**src/eeprom_pkg.sv**
```systemverilog
package eeprom_pkg;

    // 24C16 geometry
    localparam int ADDR_W = 11;
    localparam int DATA_W = 8;

    // four quarters per scl bit cell
    localparam int QTR_DIV = 4;
    localparam int QCNT_W  = $clog2(QTR_DIV);

    // bit index of the acknowledge slot in a byte cell
    localparam logic [3:0] LAST_BIT = 4'd8;

    // control byte is {DEV_CODE, addr[10:8], dir}
    localparam logic [3:0] DEV_CODE  = 4'b1010;
    localparam logic       DIR_WRITE = 1'b0;
    localparam logic       DIR_READ  = 1'b1;

    // sequencer step counter and the stop step of each request type
    localparam int          STEP_W  = 3;
    localparam logic [2:0]  WR_LAST = 3'd4;
    localparam logic [2:0]  RD_LAST = 3'd6;

    typedef enum logic [1:0] {
        CMD_START = 2'd0, // repeated start when the bus is busy
        CMD_STOP  = 2'd1,
        CMD_WRITE = 2'd2,
        CMD_READ  = 2'd3
    } bit_cmd_t;

endpackage

```
**src/i2c_bit_if.sv**
```systemverilog
`timescale 1ns/1ps

interface i2c_bit_if;
    import eeprom_pkg::*;

    // sequencer side
    logic              cmd_valid;
    bit_cmd_t          cmd;
    logic [DATA_W-1:0] tx_byte;
    logic              rx_nack;   // drive no-ack on the ninth bit of a read

    // engine side
    logic              cmd_ready;
    logic              done;      // one-cycle pulse at command end
    logic [DATA_W-1:0] rx_byte;
    logic              ack_seen;

    modport seq (
        output cmd_valid, cmd, tx_byte, rx_nack,
        input  cmd_ready, done, rx_byte, ack_seen
    );

    modport eng (
        input  cmd_valid, cmd, tx_byte, rx_nack,
        output cmd_ready, done, rx_byte, ack_seen
    );

endinterface

```
**src/i2c_bit_engine.sv**
```systemverilog
`timescale 1ns/1ps

module i2c_bit_engine (
    input  logic   CLK,
    input  logic   RESET,
    i2c_bit_if.eng bus,
    output logic   scl,
    output logic   sda_oe,
    input  logic   sda_in
);
    import eeprom_pkg::*;

    logic              busy;
    bit_cmd_t          cur_cmd;
    logic [QCNT_W-1:0] qcnt;
    logic [1:0]        qtr;       // quarter inside the bit cell
    logic [3:0]        bit_idx;
    logic [DATA_W-1:0] shreg;
    logic              nack_q;
    logic              accept;
    logic              tick;
    logic              last_bit;

    // sda pull-low for the first (scl low) quarter of a bit cell
    function automatic logic q0_oe(
        input bit_cmd_t   c,
        input logic [3:0] idx,
        input logic       msb,
        input logic       nack
    );
        case (c)
            CMD_START: q0_oe = 1'b0;  // release first, needed for repeated start
            CMD_STOP:  q0_oe = 1'b1;
            CMD_WRITE: q0_oe = (idx == LAST_BIT) ? 1'b0 : ~msb;
            default:   q0_oe = (idx == LAST_BIT) ? ~nack : 1'b0;
        endcase
    endfunction

    assign bus.cmd_ready = ~busy;
    assign accept        = bus.cmd_valid & ~busy;
    assign tick          = busy && (qcnt == QCNT_W'(QTR_DIV - 1));
    assign last_bit      = (cur_cmd == CMD_START) || (cur_cmd == CMD_STOP) ||
                           (bit_idx == LAST_BIT);
    assign bus.rx_byte   = shreg;

    always_ff @(posedge CLK)
    begin
        if (RESET)
        begin
            busy     <= 1'b0;
            cur_cmd  <= CMD_STOP;
            qcnt     <= '0;
            qtr      <= 2'd0;
            bit_idx  <= 4'd0;
            bus.done <= 1'b0;
            scl      <= 1'b1; // bus released
            sda_oe   <= 1'b0;
        end
        else
        begin
            bus.done <= 1'b0;
            if (accept)
            begin
                busy    <= 1'b1;
                cur_cmd <= bus.cmd;
                qcnt    <= '0;
                qtr     <= 2'd0;
                bit_idx <= 4'd0;
                sda_oe  <= q0_oe(bus.cmd, 4'd0, bus.tx_byte[DATA_W-1], bus.rx_nack);
                if (bus.cmd != CMD_START)
                    scl <= 1'b0;
            end
            else if (busy)
            begin
                qcnt <= qcnt + 1'b1;
                if (tick)
                begin
                    qcnt <= '0;
                    qtr  <= qtr + 2'd1;
                    case (qtr)
                        2'd0: scl <= 1'b1;
                        2'd1:
                        begin
                            // edges on sda while scl high
                            if (cur_cmd == CMD_START)
                                sda_oe <= 1'b1;
                            else if (cur_cmd == CMD_STOP)
                                sda_oe <= 1'b0;
                        end
                        2'd2:
                        begin
                            if (cur_cmd != CMD_STOP)
                                scl <= 1'b0;
                        end
                        default:
                        begin
                            if (last_bit)
                            begin
                                busy     <= 1'b0;
                                bus.done <= 1'b1;
                            end
                            else
                            begin
                                bit_idx <= bit_idx + 4'd1;
                                sda_oe  <= q0_oe(cur_cmd, bit_idx + 4'd1,
                                                 shreg[DATA_W-2], nack_q);
                            end
                        end
                    endcase
                end
            end
        end
    end

    // shift register and acknowledge capture
    always_ff @(posedge CLK)
    begin
        if (accept)
        begin
            shreg  <= bus.tx_byte;
            nack_q <= bus.rx_nack;
        end
        else if (tick)
        begin
            if (qtr == 2'd1)
            begin
                // middle of scl high
                if (cur_cmd == CMD_READ && bit_idx != LAST_BIT)
                    shreg <= {shreg[DATA_W-2:0], sda_in};
                if (cur_cmd == CMD_WRITE && bit_idx == LAST_BIT)
                    bus.ack_seen <= ~sda_in;
            end
            else if (qtr == 2'd3 && cur_cmd == CMD_WRITE && !last_bit)
            begin
                shreg <= shreg << 1;
            end
        end
    end

endmodule

```
**src/eeprom_txn_seq.sv**
```systemverilog
`timescale 1ns/1ps

module eeprom_txn_seq (
    input  logic                         CLK,
    input  logic                         RESET,
    input  logic                         req_valid,
    output logic                         req_ready,
    input  logic                         req_write,
    input  logic [eeprom_pkg::ADDR_W-1:0] req_addr,
    input  logic [eeprom_pkg::DATA_W-1:0] req_wdata,
    output logic                         rsp_valid,
    input  logic                         rsp_ready,
    output logic [eeprom_pkg::DATA_W-1:0] rsp_rdata,
    output logic                         rsp_nack,
    i2c_bit_if.seq                       bus
);
    import eeprom_pkg::*;

    typedef enum logic [1:0] {
        S_IDLE,
        S_CMD,
        S_WAIT,
        S_RESP
    } state_t;

    state_t            state;
    logic [STEP_W-1:0] step;
    logic [STEP_W-1:0] last_step;
    logic              nack_q;
    logic              wr_q;
    logic [ADDR_W-1:0] addr_q;
    logic [DATA_W-1:0] wdata_q;
    logic [DATA_W-1:0] rdata_q;
    bit_cmd_t          step_cmd;
    logic [DATA_W-1:0] step_tx;

    assign last_step = wr_q ? WR_LAST : RD_LAST; // stop is always the last step

    // command list per request type
    always_comb
    begin
        step_cmd = CMD_WRITE;
        step_tx  = '0;
        case (step)
            3'd0: step_cmd = CMD_START;
            3'd1: step_tx  = {DEV_CODE, addr_q[ADDR_W-1:DATA_W], DIR_WRITE};
            3'd2: step_tx  = addr_q[DATA_W-1:0];
            3'd3:
            begin
                if (wr_q)
                    step_tx = wdata_q;
                else
                    step_cmd = CMD_START; // repeated start
            end
            3'd4:
            begin
                if (wr_q)
                    step_cmd = CMD_STOP;
                else
                    step_tx = {DEV_CODE, addr_q[ADDR_W-1:DATA_W], DIR_READ};
            end
            3'd5: step_cmd = CMD_READ;
            default: step_cmd = CMD_STOP;
        endcase
    end

    assign bus.cmd_valid = (state == S_CMD);
    assign bus.cmd       = step_cmd;
    assign bus.tx_byte   = step_tx;
    assign bus.rx_nack   = 1'b1;  // single-byte read, always no-ack

    assign req_ready = (state == S_IDLE);
    assign rsp_valid = (state == S_RESP);
    assign rsp_rdata = rdata_q;
    assign rsp_nack  = nack_q;

    always_ff @(posedge CLK)
    begin
        if (RESET)
        begin
            state  <= S_IDLE;
            step   <= '0;
            nack_q <= 1'b0;
        end
        else
        begin
            case (state)
                S_IDLE:
                begin
                    if (req_valid)
                    begin
                        step   <= '0;
                        nack_q <= 1'b0;
                        state  <= S_CMD;
                    end
                end
                S_CMD:
                begin
                    if (bus.cmd_ready)
                        state <= S_WAIT;
                end
                S_WAIT:
                begin
                    if (bus.done)
                    begin
                        if (step_cmd == CMD_WRITE && !bus.ack_seen)
                        begin
                            nack_q <= 1'b1;      // abort with a stop
                            step   <= last_step;
                            state  <= S_CMD;
                        end
                        else if (step == last_step)
                        begin
                            state <= S_RESP;
                        end
                        else
                        begin
                            step  <= step + 1'b1;
                            state <= S_CMD;
                        end
                    end
                end
                default:
                begin
                    if (rsp_ready)
                        state <= S_IDLE;
                end
            endcase
        end
    end

    // request capture and read data
    always_ff @(posedge CLK)
    begin
        if (req_valid && req_ready)
        begin
            wr_q    <= req_write;
            addr_q  <= req_addr;
            wdata_q <= req_wdata;
            rdata_q <= '0;  // writes and aborted reads return zero
        end
        else if (state == S_WAIT && bus.done && step_cmd == CMD_READ)
        begin
            rdata_q <= bus.rx_byte;
        end
    end

endmodule

```
**src/eeprom_ctrl_top.sv**
```systemverilog
`timescale 1ns/1ps

module eeprom_ctrl_top (
    input  logic                         CLK,
    input  logic                         RESET,
    input  logic                         req_valid,
    output logic                         req_ready,
    input  logic                         req_write,
    input  logic [eeprom_pkg::ADDR_W-1:0] req_addr,
    input  logic [eeprom_pkg::DATA_W-1:0] req_wdata,
    output logic                         rsp_valid,
    input  logic                         rsp_ready,
    output logic [eeprom_pkg::DATA_W-1:0] rsp_rdata,
    output logic                         rsp_nack,
    output logic                         scl,
    output logic                         sda_oe,   // high pulls sda low
    input  logic                         sda_in
);

    i2c_bit_if u_bit_if ();

    eeprom_txn_seq u_seq (
        .CLK       (CLK),
        .RESET     (RESET),
        .req_valid (req_valid),
        .req_ready (req_ready),
        .req_write (req_write),
        .req_addr  (req_addr),
        .req_wdata (req_wdata),
        .rsp_valid (rsp_valid),
        .rsp_ready (rsp_ready),
        .rsp_rdata (rsp_rdata),
        .rsp_nack  (rsp_nack),
        .bus       (u_bit_if.seq)
    );

    i2c_bit_engine u_eng (
        .CLK    (CLK),
        .RESET  (RESET),
        .bus    (u_bit_if.eng),
        .scl    (scl),
        .sda_oe (sda_oe),
        .sda_in (sda_in)
    );

endmodule

```
**config.mk**
```make
export PLATFORM = sky130hd
export DESIGN_NAME = eeprom_ctrl_top
export DESIGN_NICKNAME = d
export VERILOG_FILES = /design/src/eeprom_pkg.sv /design/src/i2c_bit_if.sv /design/src/i2c_bit_engine.sv /design/src/eeprom_txn_seq.sv /design/src/eeprom_ctrl_top.sv
export SDC_FILE = /design/constraint.sdc
export NUM_CORES = 1
export LEC_CHECK = 0
export BUFFER_PORTS_ARGS = -buffer_cell sky130_fd_sc_hd__buf_2
export CORE_ASPECT_RATIO = 0.9
export CORE_MARGIN = 2
export CORE_UTILIZATION = 25
export CTS_BUF_LIST = sky130_fd_sc_hd__clkbuf_8
export CTS_CLUSTER_SIZE = 28
export DETAILED_ROUTE_END_ITERATION = 7
export PLACE_DENSITY = 0.42
export REMOVE_ABC_BUFFERS = 1
export SLEW_MARGIN = 5
export SYNTH_ARGS = -nofsm -noshare
export SYNTH_HDL_FRONTEND = slang
export SYNTH_SLANG_ARGS = --single-unit
```
**constraint.sdc**
```tcl
create_clock -name CLK -period 3.34 [get_ports CLK]
set_input_delay 0.668 -clock CLK [delete_from_list [all_inputs] [get_ports CLK]]
set_output_delay 0.668 -clock CLK [all_outputs]
set_load 0.005 [all_outputs]
```
# == After elaboration in Yosys (flattened, before gate mapping) ==
# Cells that the tools add are included.
# op_classes
add_sub_neg,4
multipliers,0
n_div,0
order_cmp,0
n_eq_ne,34
shift,0
muxes,51
bitwise,9
n_reduce_logical,38
# op_table
op,count
2-to-1 mux 8 bit,7
case mux 8 bit (4 select lines),1
2-to-1 mux 1 bit,21
2-to-1 mux 2 bit,10
AND reduction 4 bit,5
equality test 2 bit (second input constant),9
2-to-1 mux 3 bit,4
case mux 1 bit (2 select lines),5
case mux 2 bit (5 select lines),1
AND reduction 5 bit,2
logical AND 1 bit,9
inequality test 3 x 2 -> 1 bit (second input constant),3
equality test 2 x 1 -> 1 bit (second input constant),4
equality test 4 bit (second input constant),2
inequality test 2 x 1 -> 1 bit (second input constant),4
NOT 1 bit,8
nonzero test 2 bit,4
OR reduction 7 bit,1
equality test 3 x 2 -> 1 bit (second input constant),2
equality test 3 bit (second input constant),2
logical NOT 2 bit,3
inequality test 2 bit (second input constant),3
case mux 2 bit (3 select lines),1
case mux 3 bit (2 select lines),1
other kinds (18),24
# word_totals
regBits,57
latchBits,0
ram_bits,0
romBits,0
out_inout_bits,13
elab_cells,153
n_memories,0

# == Depth between registers and ports, before layout ==
# depth
ltp_word,9
depth_mapped,12
depth_no_buf,12

# == Cells and area by module ==
# Synthesis repeated with hierarchy kept, for this count alone.
# hier_totals
cells_unflattened,264
area_unflattened_um2,2808.9
# by_module_without_submodules
mod,instances,cells_per_inst,area_each_um2,seq_area_each_um2
eeprom_txn_seq,1,128,1541.5,880.8
i2c_bit_engine,1,136,1267.5,580.6

# == Worst setup path before layout ==
# Ideal clock, no wire load.
# synth_timing
path_type,reg2reg
start,register u_seq.step[0]
end,register u_seq.step[1]
setup_time_ns,0.129
t_arrival_ns,2.417
required_time_ns,3.211
slack_ns,0.794
path_stages_with_launch,13
path_buffers,1
period_less_slack_ns,2.546
cell_sequence,dfxtp_1 -> inv_1 -> ha_1 -> nor2b_1 -> clkbuf_1 -> nor3_1 -> inv_1 -> ha_1 -> nor2b_1 -> or3_1 -> o21ai_1 -> or3_1 -> a21oi_1
# synth_between
elab_chain_cells,8
elab_cells_between_ends,18
# synth_lines
item,line,rtl
from (decl),eeprom_txn_seq.sv:27,logic [STEP_W-1:0] step;
from (signal assigned),eeprom_txn_seq.sv:109,step <= last_step;
from (signal assigned),eeprom_txn_seq.sv:118,step <= step + 1'b1;
equality test 3 x 1 -> 1 bit or equality test 3 x 2 -> 1 bit (tied branches),eeprom_txn_seq.sv:44,case (step)
OR reduction 2 bit (no line),-,
case mux 2 bit (5 select lines) (*),eeprom_txn_seq.sv:44,
net u_bit_if.cmd[1],i2c_bit_if.sv:8,bit_cmd_t cmd;
equality test 2 bit (*),eeprom_txn_seq.sv:106,if (step_cmd == CMD_WRITE && !bus.ack_seen)
logical AND 1 bit (*),eeprom_txn_seq.sv:106,
2-to-1 mux 3 bit,eeprom_txn_seq.sv:106,
2-to-1 mux 3 bit,eeprom_txn_seq.sv:104,if (bus.done)
case mux 3 bit (2 select lines),eeprom_txn_seq.sv:87,case (state)
# Mark *: on every way through the listed nets, which the timed path passes. The rest lies on a longest branch. The select of a mux whose other input is x is not followed.
# A chain may end at the register's enable or synchronous reset.

# == Final worst setup path ==
# layout_timing
start,register u_seq.step[2]
end,register u_seq.step[1]
# Same word-level chain as after synthesis.

==> out/metrics.cfg <==
[worst_setup_path]
kind_of_start_point_of_the_critical_path=flop
worstPathArrival_ps=3150
cpLargestDelayFamily=simple AND/OR/NAND/NOR gates
path_max_fanout=8
timing.critical_path.required_ps=3570
cp.buffers_inverters=2
worstReg2RegEnd=u_seq.step[1]
path_cells=inv_1, ha_1, nand2_1, a21oi_1, nor3_1, inv_1, ha_1, nor2b_1, or3_1, o21ai_1, or3_1, a21oi_1
worst-setup-path-type=reg -> reg
ff2ff_setup_slack_ps=420
crit-reg2reg-launch=u_seq.step[2]
critical-path-slowest-cell=sky130_fd_sc_hd__dfxtp_1
timing.reg2reg.worst_path_depth=12
crit_path_end_kind=flop
slowest_delay_ps=480

[finish]
final_layout_size_suffix_gt1_frac=0.189
layout.core_utilization=0.303
syn2layout_area_growth_pct=18.4
antenna-diode-count=0
fin_nets=358

[sta]
timing_hold_violations_final=0
final-setup-viol-count=0
setup_ws_ps=420
fin_crit_share=0.874
tns_ps=0
fin_crit_period_ps=2920
worstMarginPinSlew_ps=759
clock_skew_ps=6.30
maxSlewViolCount=0
fmax_mhz=343
rsz0062_at_grt=no
timing.slew.headroom=0.494

[die]
placementRows=36
io_pins=38
fp.dieH_um=104
initial_utilization=0.256
die_w_um=115
coreArea_um2=10800
floorplan.die_area_um2=11900

[run_status]
status=finished clean

[clock_network]
clk_transition_reported_paths_ps=70
postCtsSetupBuffers=0
cts_hold_buffers=0
cts_max_level=3
post_cts_resize_count=0
cts.sink_count=57
clock_insertion_delay_worst_skew_ps=350
max-clock-path-buffers=2
clock_tree_root_buffer_cell=sky130_fd_sc_hd__clkbuf_8
number_of_buffers_added_by_the_clock_tree_synthesis_step=9
cts_tree=built

[synth]
syn_inst=273
netlist.area_leader.share=0.315
synth_area_leader_cell=sky130_fd_sc_hd__edfxtp_1
synth-main-ff-cell=sky130_fd_sc_hd__edfxtp_1
ys_top_cells_by_area=sky130_fd_sc_hd__edfxtp_1 (31%), sky130_fd_sc_hd__dfxtp_1 (20%), sky130_fd_sc_hd__ha_1 (9.5%)
sequential_fraction_of_the_synthesis_area=0.517
postSynth.asyncResetShare=0
post_synth_num_cell_types=46
post_synthesis_instance_area_um2=2770
synth-seq-cells=57
yosys-top-cells-count=sky130_fd_sc_hd__nand2_1 (39), sky130_fd_sc_hd__edfxtp_1 (29), sky130_fd_sc_hd__dfxtp_1 (28), sky130_fd_sc_hd__a21oi_1 (22), sky130_fd_sc_hd__ha_1 (21)
synth_edf_count=29
syn_area_per_cell_um2=10.1
yosys_warnings=0
yosys.cell_count.top_type=sky130_fd_sc_hd__nand2_1

[placed_design]
dp_worst_setup_slack_ps=485
place.detailed.hpwl_um=4480
numPortBuffers=37
gp_routability_congestion=0.766

[routing]
wire_per_inst_um=13.8
detail_route.vias_per_cell=4.53
finalWirelength_um=6220
detail_route.iter0.violations=64
wl_met1_um=3230
ant_nets=0
total_met3_wirelength_after_detailed_routing_um=248
detail_route.drc_violations=0
met2_wirelength_um=2620
routed.top_layer=met4
dr.pass1.iters=6
routed-via-count=2040

[power_and_ir_drop]
max-vdd-ir-drop_v=0.000214
tot_pwr_mw=1.64
power.leakage_nw=1.24
power_density_nw_per_um2=501

[global_route]
grt_use_total=0.108
grt_pass1_vias=1923
grt_pass1_wl_um=9920
pin_count_of_the_biggest_net_entering_global_routing=30
antenna_found_initial=0
grt_overflow_total=0

[worst_hold_path]
holdCritPathClass=reg -> reg
hold_path_depth=2
holdCritStartpoint=u_seq.rsp_rdata[2]
hold-path-endpoint=u_seq.rsp_rdata[2]

[run]
max_cap_viol_count=0

[per-stage QoR]
step / cells / hold WS (ps) / area (um^2)
after detailed placement: 434 / 447 / 3070
final: 450 / 454 / 3270
after global placement: 434 / 444 / 3070
after floorplan: 261 / 449 / 2700
after global routing: 450 / 470 / 3270
after CTS: 450 / 456 / 3270
[cells by family after synthesis]
family	count (synthesis)	synth area share
adders and majority gates	21	0.0950
muxes	4	0.0145
xor gates and xnor gates	5	0.0158
DFF	57	0.517
buffers and inverters	27	0.0461
AOI/OAI and AO/OA	63	0.146
and+or+nand+nor	96	0.166
[how the worst max path moves through the flow]
stage,endpoint,depth (start not counted),start,slack [ps]
6_report,u_seq.step[1],12,u_seq.step[2],420
5_1_grt,u_seq.step[1],12,u_seq.step[2],120
4_1_cts,u_seq.step[1],12,u_seq.step[2],460
3_5_place_dp,u_seq.step[1],12,u_seq.step[2],490
3_3_place_gp,u_seq.step[1],12,u_seq.step[0],610
2_1_floorplan,u_seq.step[1],12,u_seq.step[0],840
[final cells by class]
type,instances,area (um^2)
Clock buffer,10,138
Clock inverter,6,67.6
Fill cell,1149,7540
Inverter,15,56.3
Multi-Input combinational cell,189,1210
Sequential cell,57,1430
Tap cell,133,166
Timing Repair Buffer,40,208
[state kept, by name, summed over array words and instances (netlist names), 2 cells and up]
signal             cells
u_seq.rsp_rdata        8
u_seq.addr_q          11
u_eng.bus.rx_byte      8
u_seq.state            2
u_eng.bit_idx          4
u_seq.wdata_q          8
u_seq.step             3
u_eng.qcnt             2
u_eng.cur_cmd          2
u_eng.qtr              2
[where the power goes]
part	internal, mW	switching (mW)
registers	0.784	0.0278
logic	0.0658	0.0978
clock network	0.365	0.302
total	1.21	0.427
[worst register-to-register path: cells and delay by family, from the launching register on]
kind	cells	cell delay (ps)
buf+inv	2	270
flops	1	480
fa+ha+maj	2	490
simple gates	5	1170
compound gates	3	390
[layer usage]
metal,vias up,global-route usage
li1,1048,-
met1,942,0.151
met2,39,0.149
met3,11,0.0357
met4,0,0.0516
met5,-,0
[layout by cell type, fill, tap and decap left out, types with 3 or more instances in the layout]
cell type and count:
sky130_fd_sc_hd__a211o_1 3, sky130_fd_sc_hd__a211oi_1 4, sky130_fd_sc_hd__a21oi_1 22, sky130_fd_sc_hd__a222oi_1 3, sky130_fd_sc_hd__and2_1 5, sky130_fd_sc_hd__buf_2 37, sky130_fd_sc_hd__buf_4 3, sky130_fd_sc_hd__clkbuf_8 10
sky130_fd_sc_hd__dfxtp_1 28, sky130_fd_sc_hd__edfxtp_1 29, sky130_fd_sc_hd__ha_1 21, sky130_fd_sc_hd__inv_1 15, sky130_fd_sc_hd__mux2i_1 4, sky130_fd_sc_hd__nand2_1 39, sky130_fd_sc_hd__nand2b_1 5, sky130_fd_sc_hd__nand3_1 3
sky130_fd_sc_hd__nand3b_1 3, sky130_fd_sc_hd__nor2_1 17, sky130_fd_sc_hd__nor2b_1 4, sky130_fd_sc_hd__nor3_1 9, sky130_fd_sc_hd__o21ai_0 12, sky130_fd_sc_hd__o21ai_1 4, sky130_fd_sc_hd__or3_1 4, sky130_fd_sc_hd__xnor2_1 3
Power figures use the tool's default switching activity.
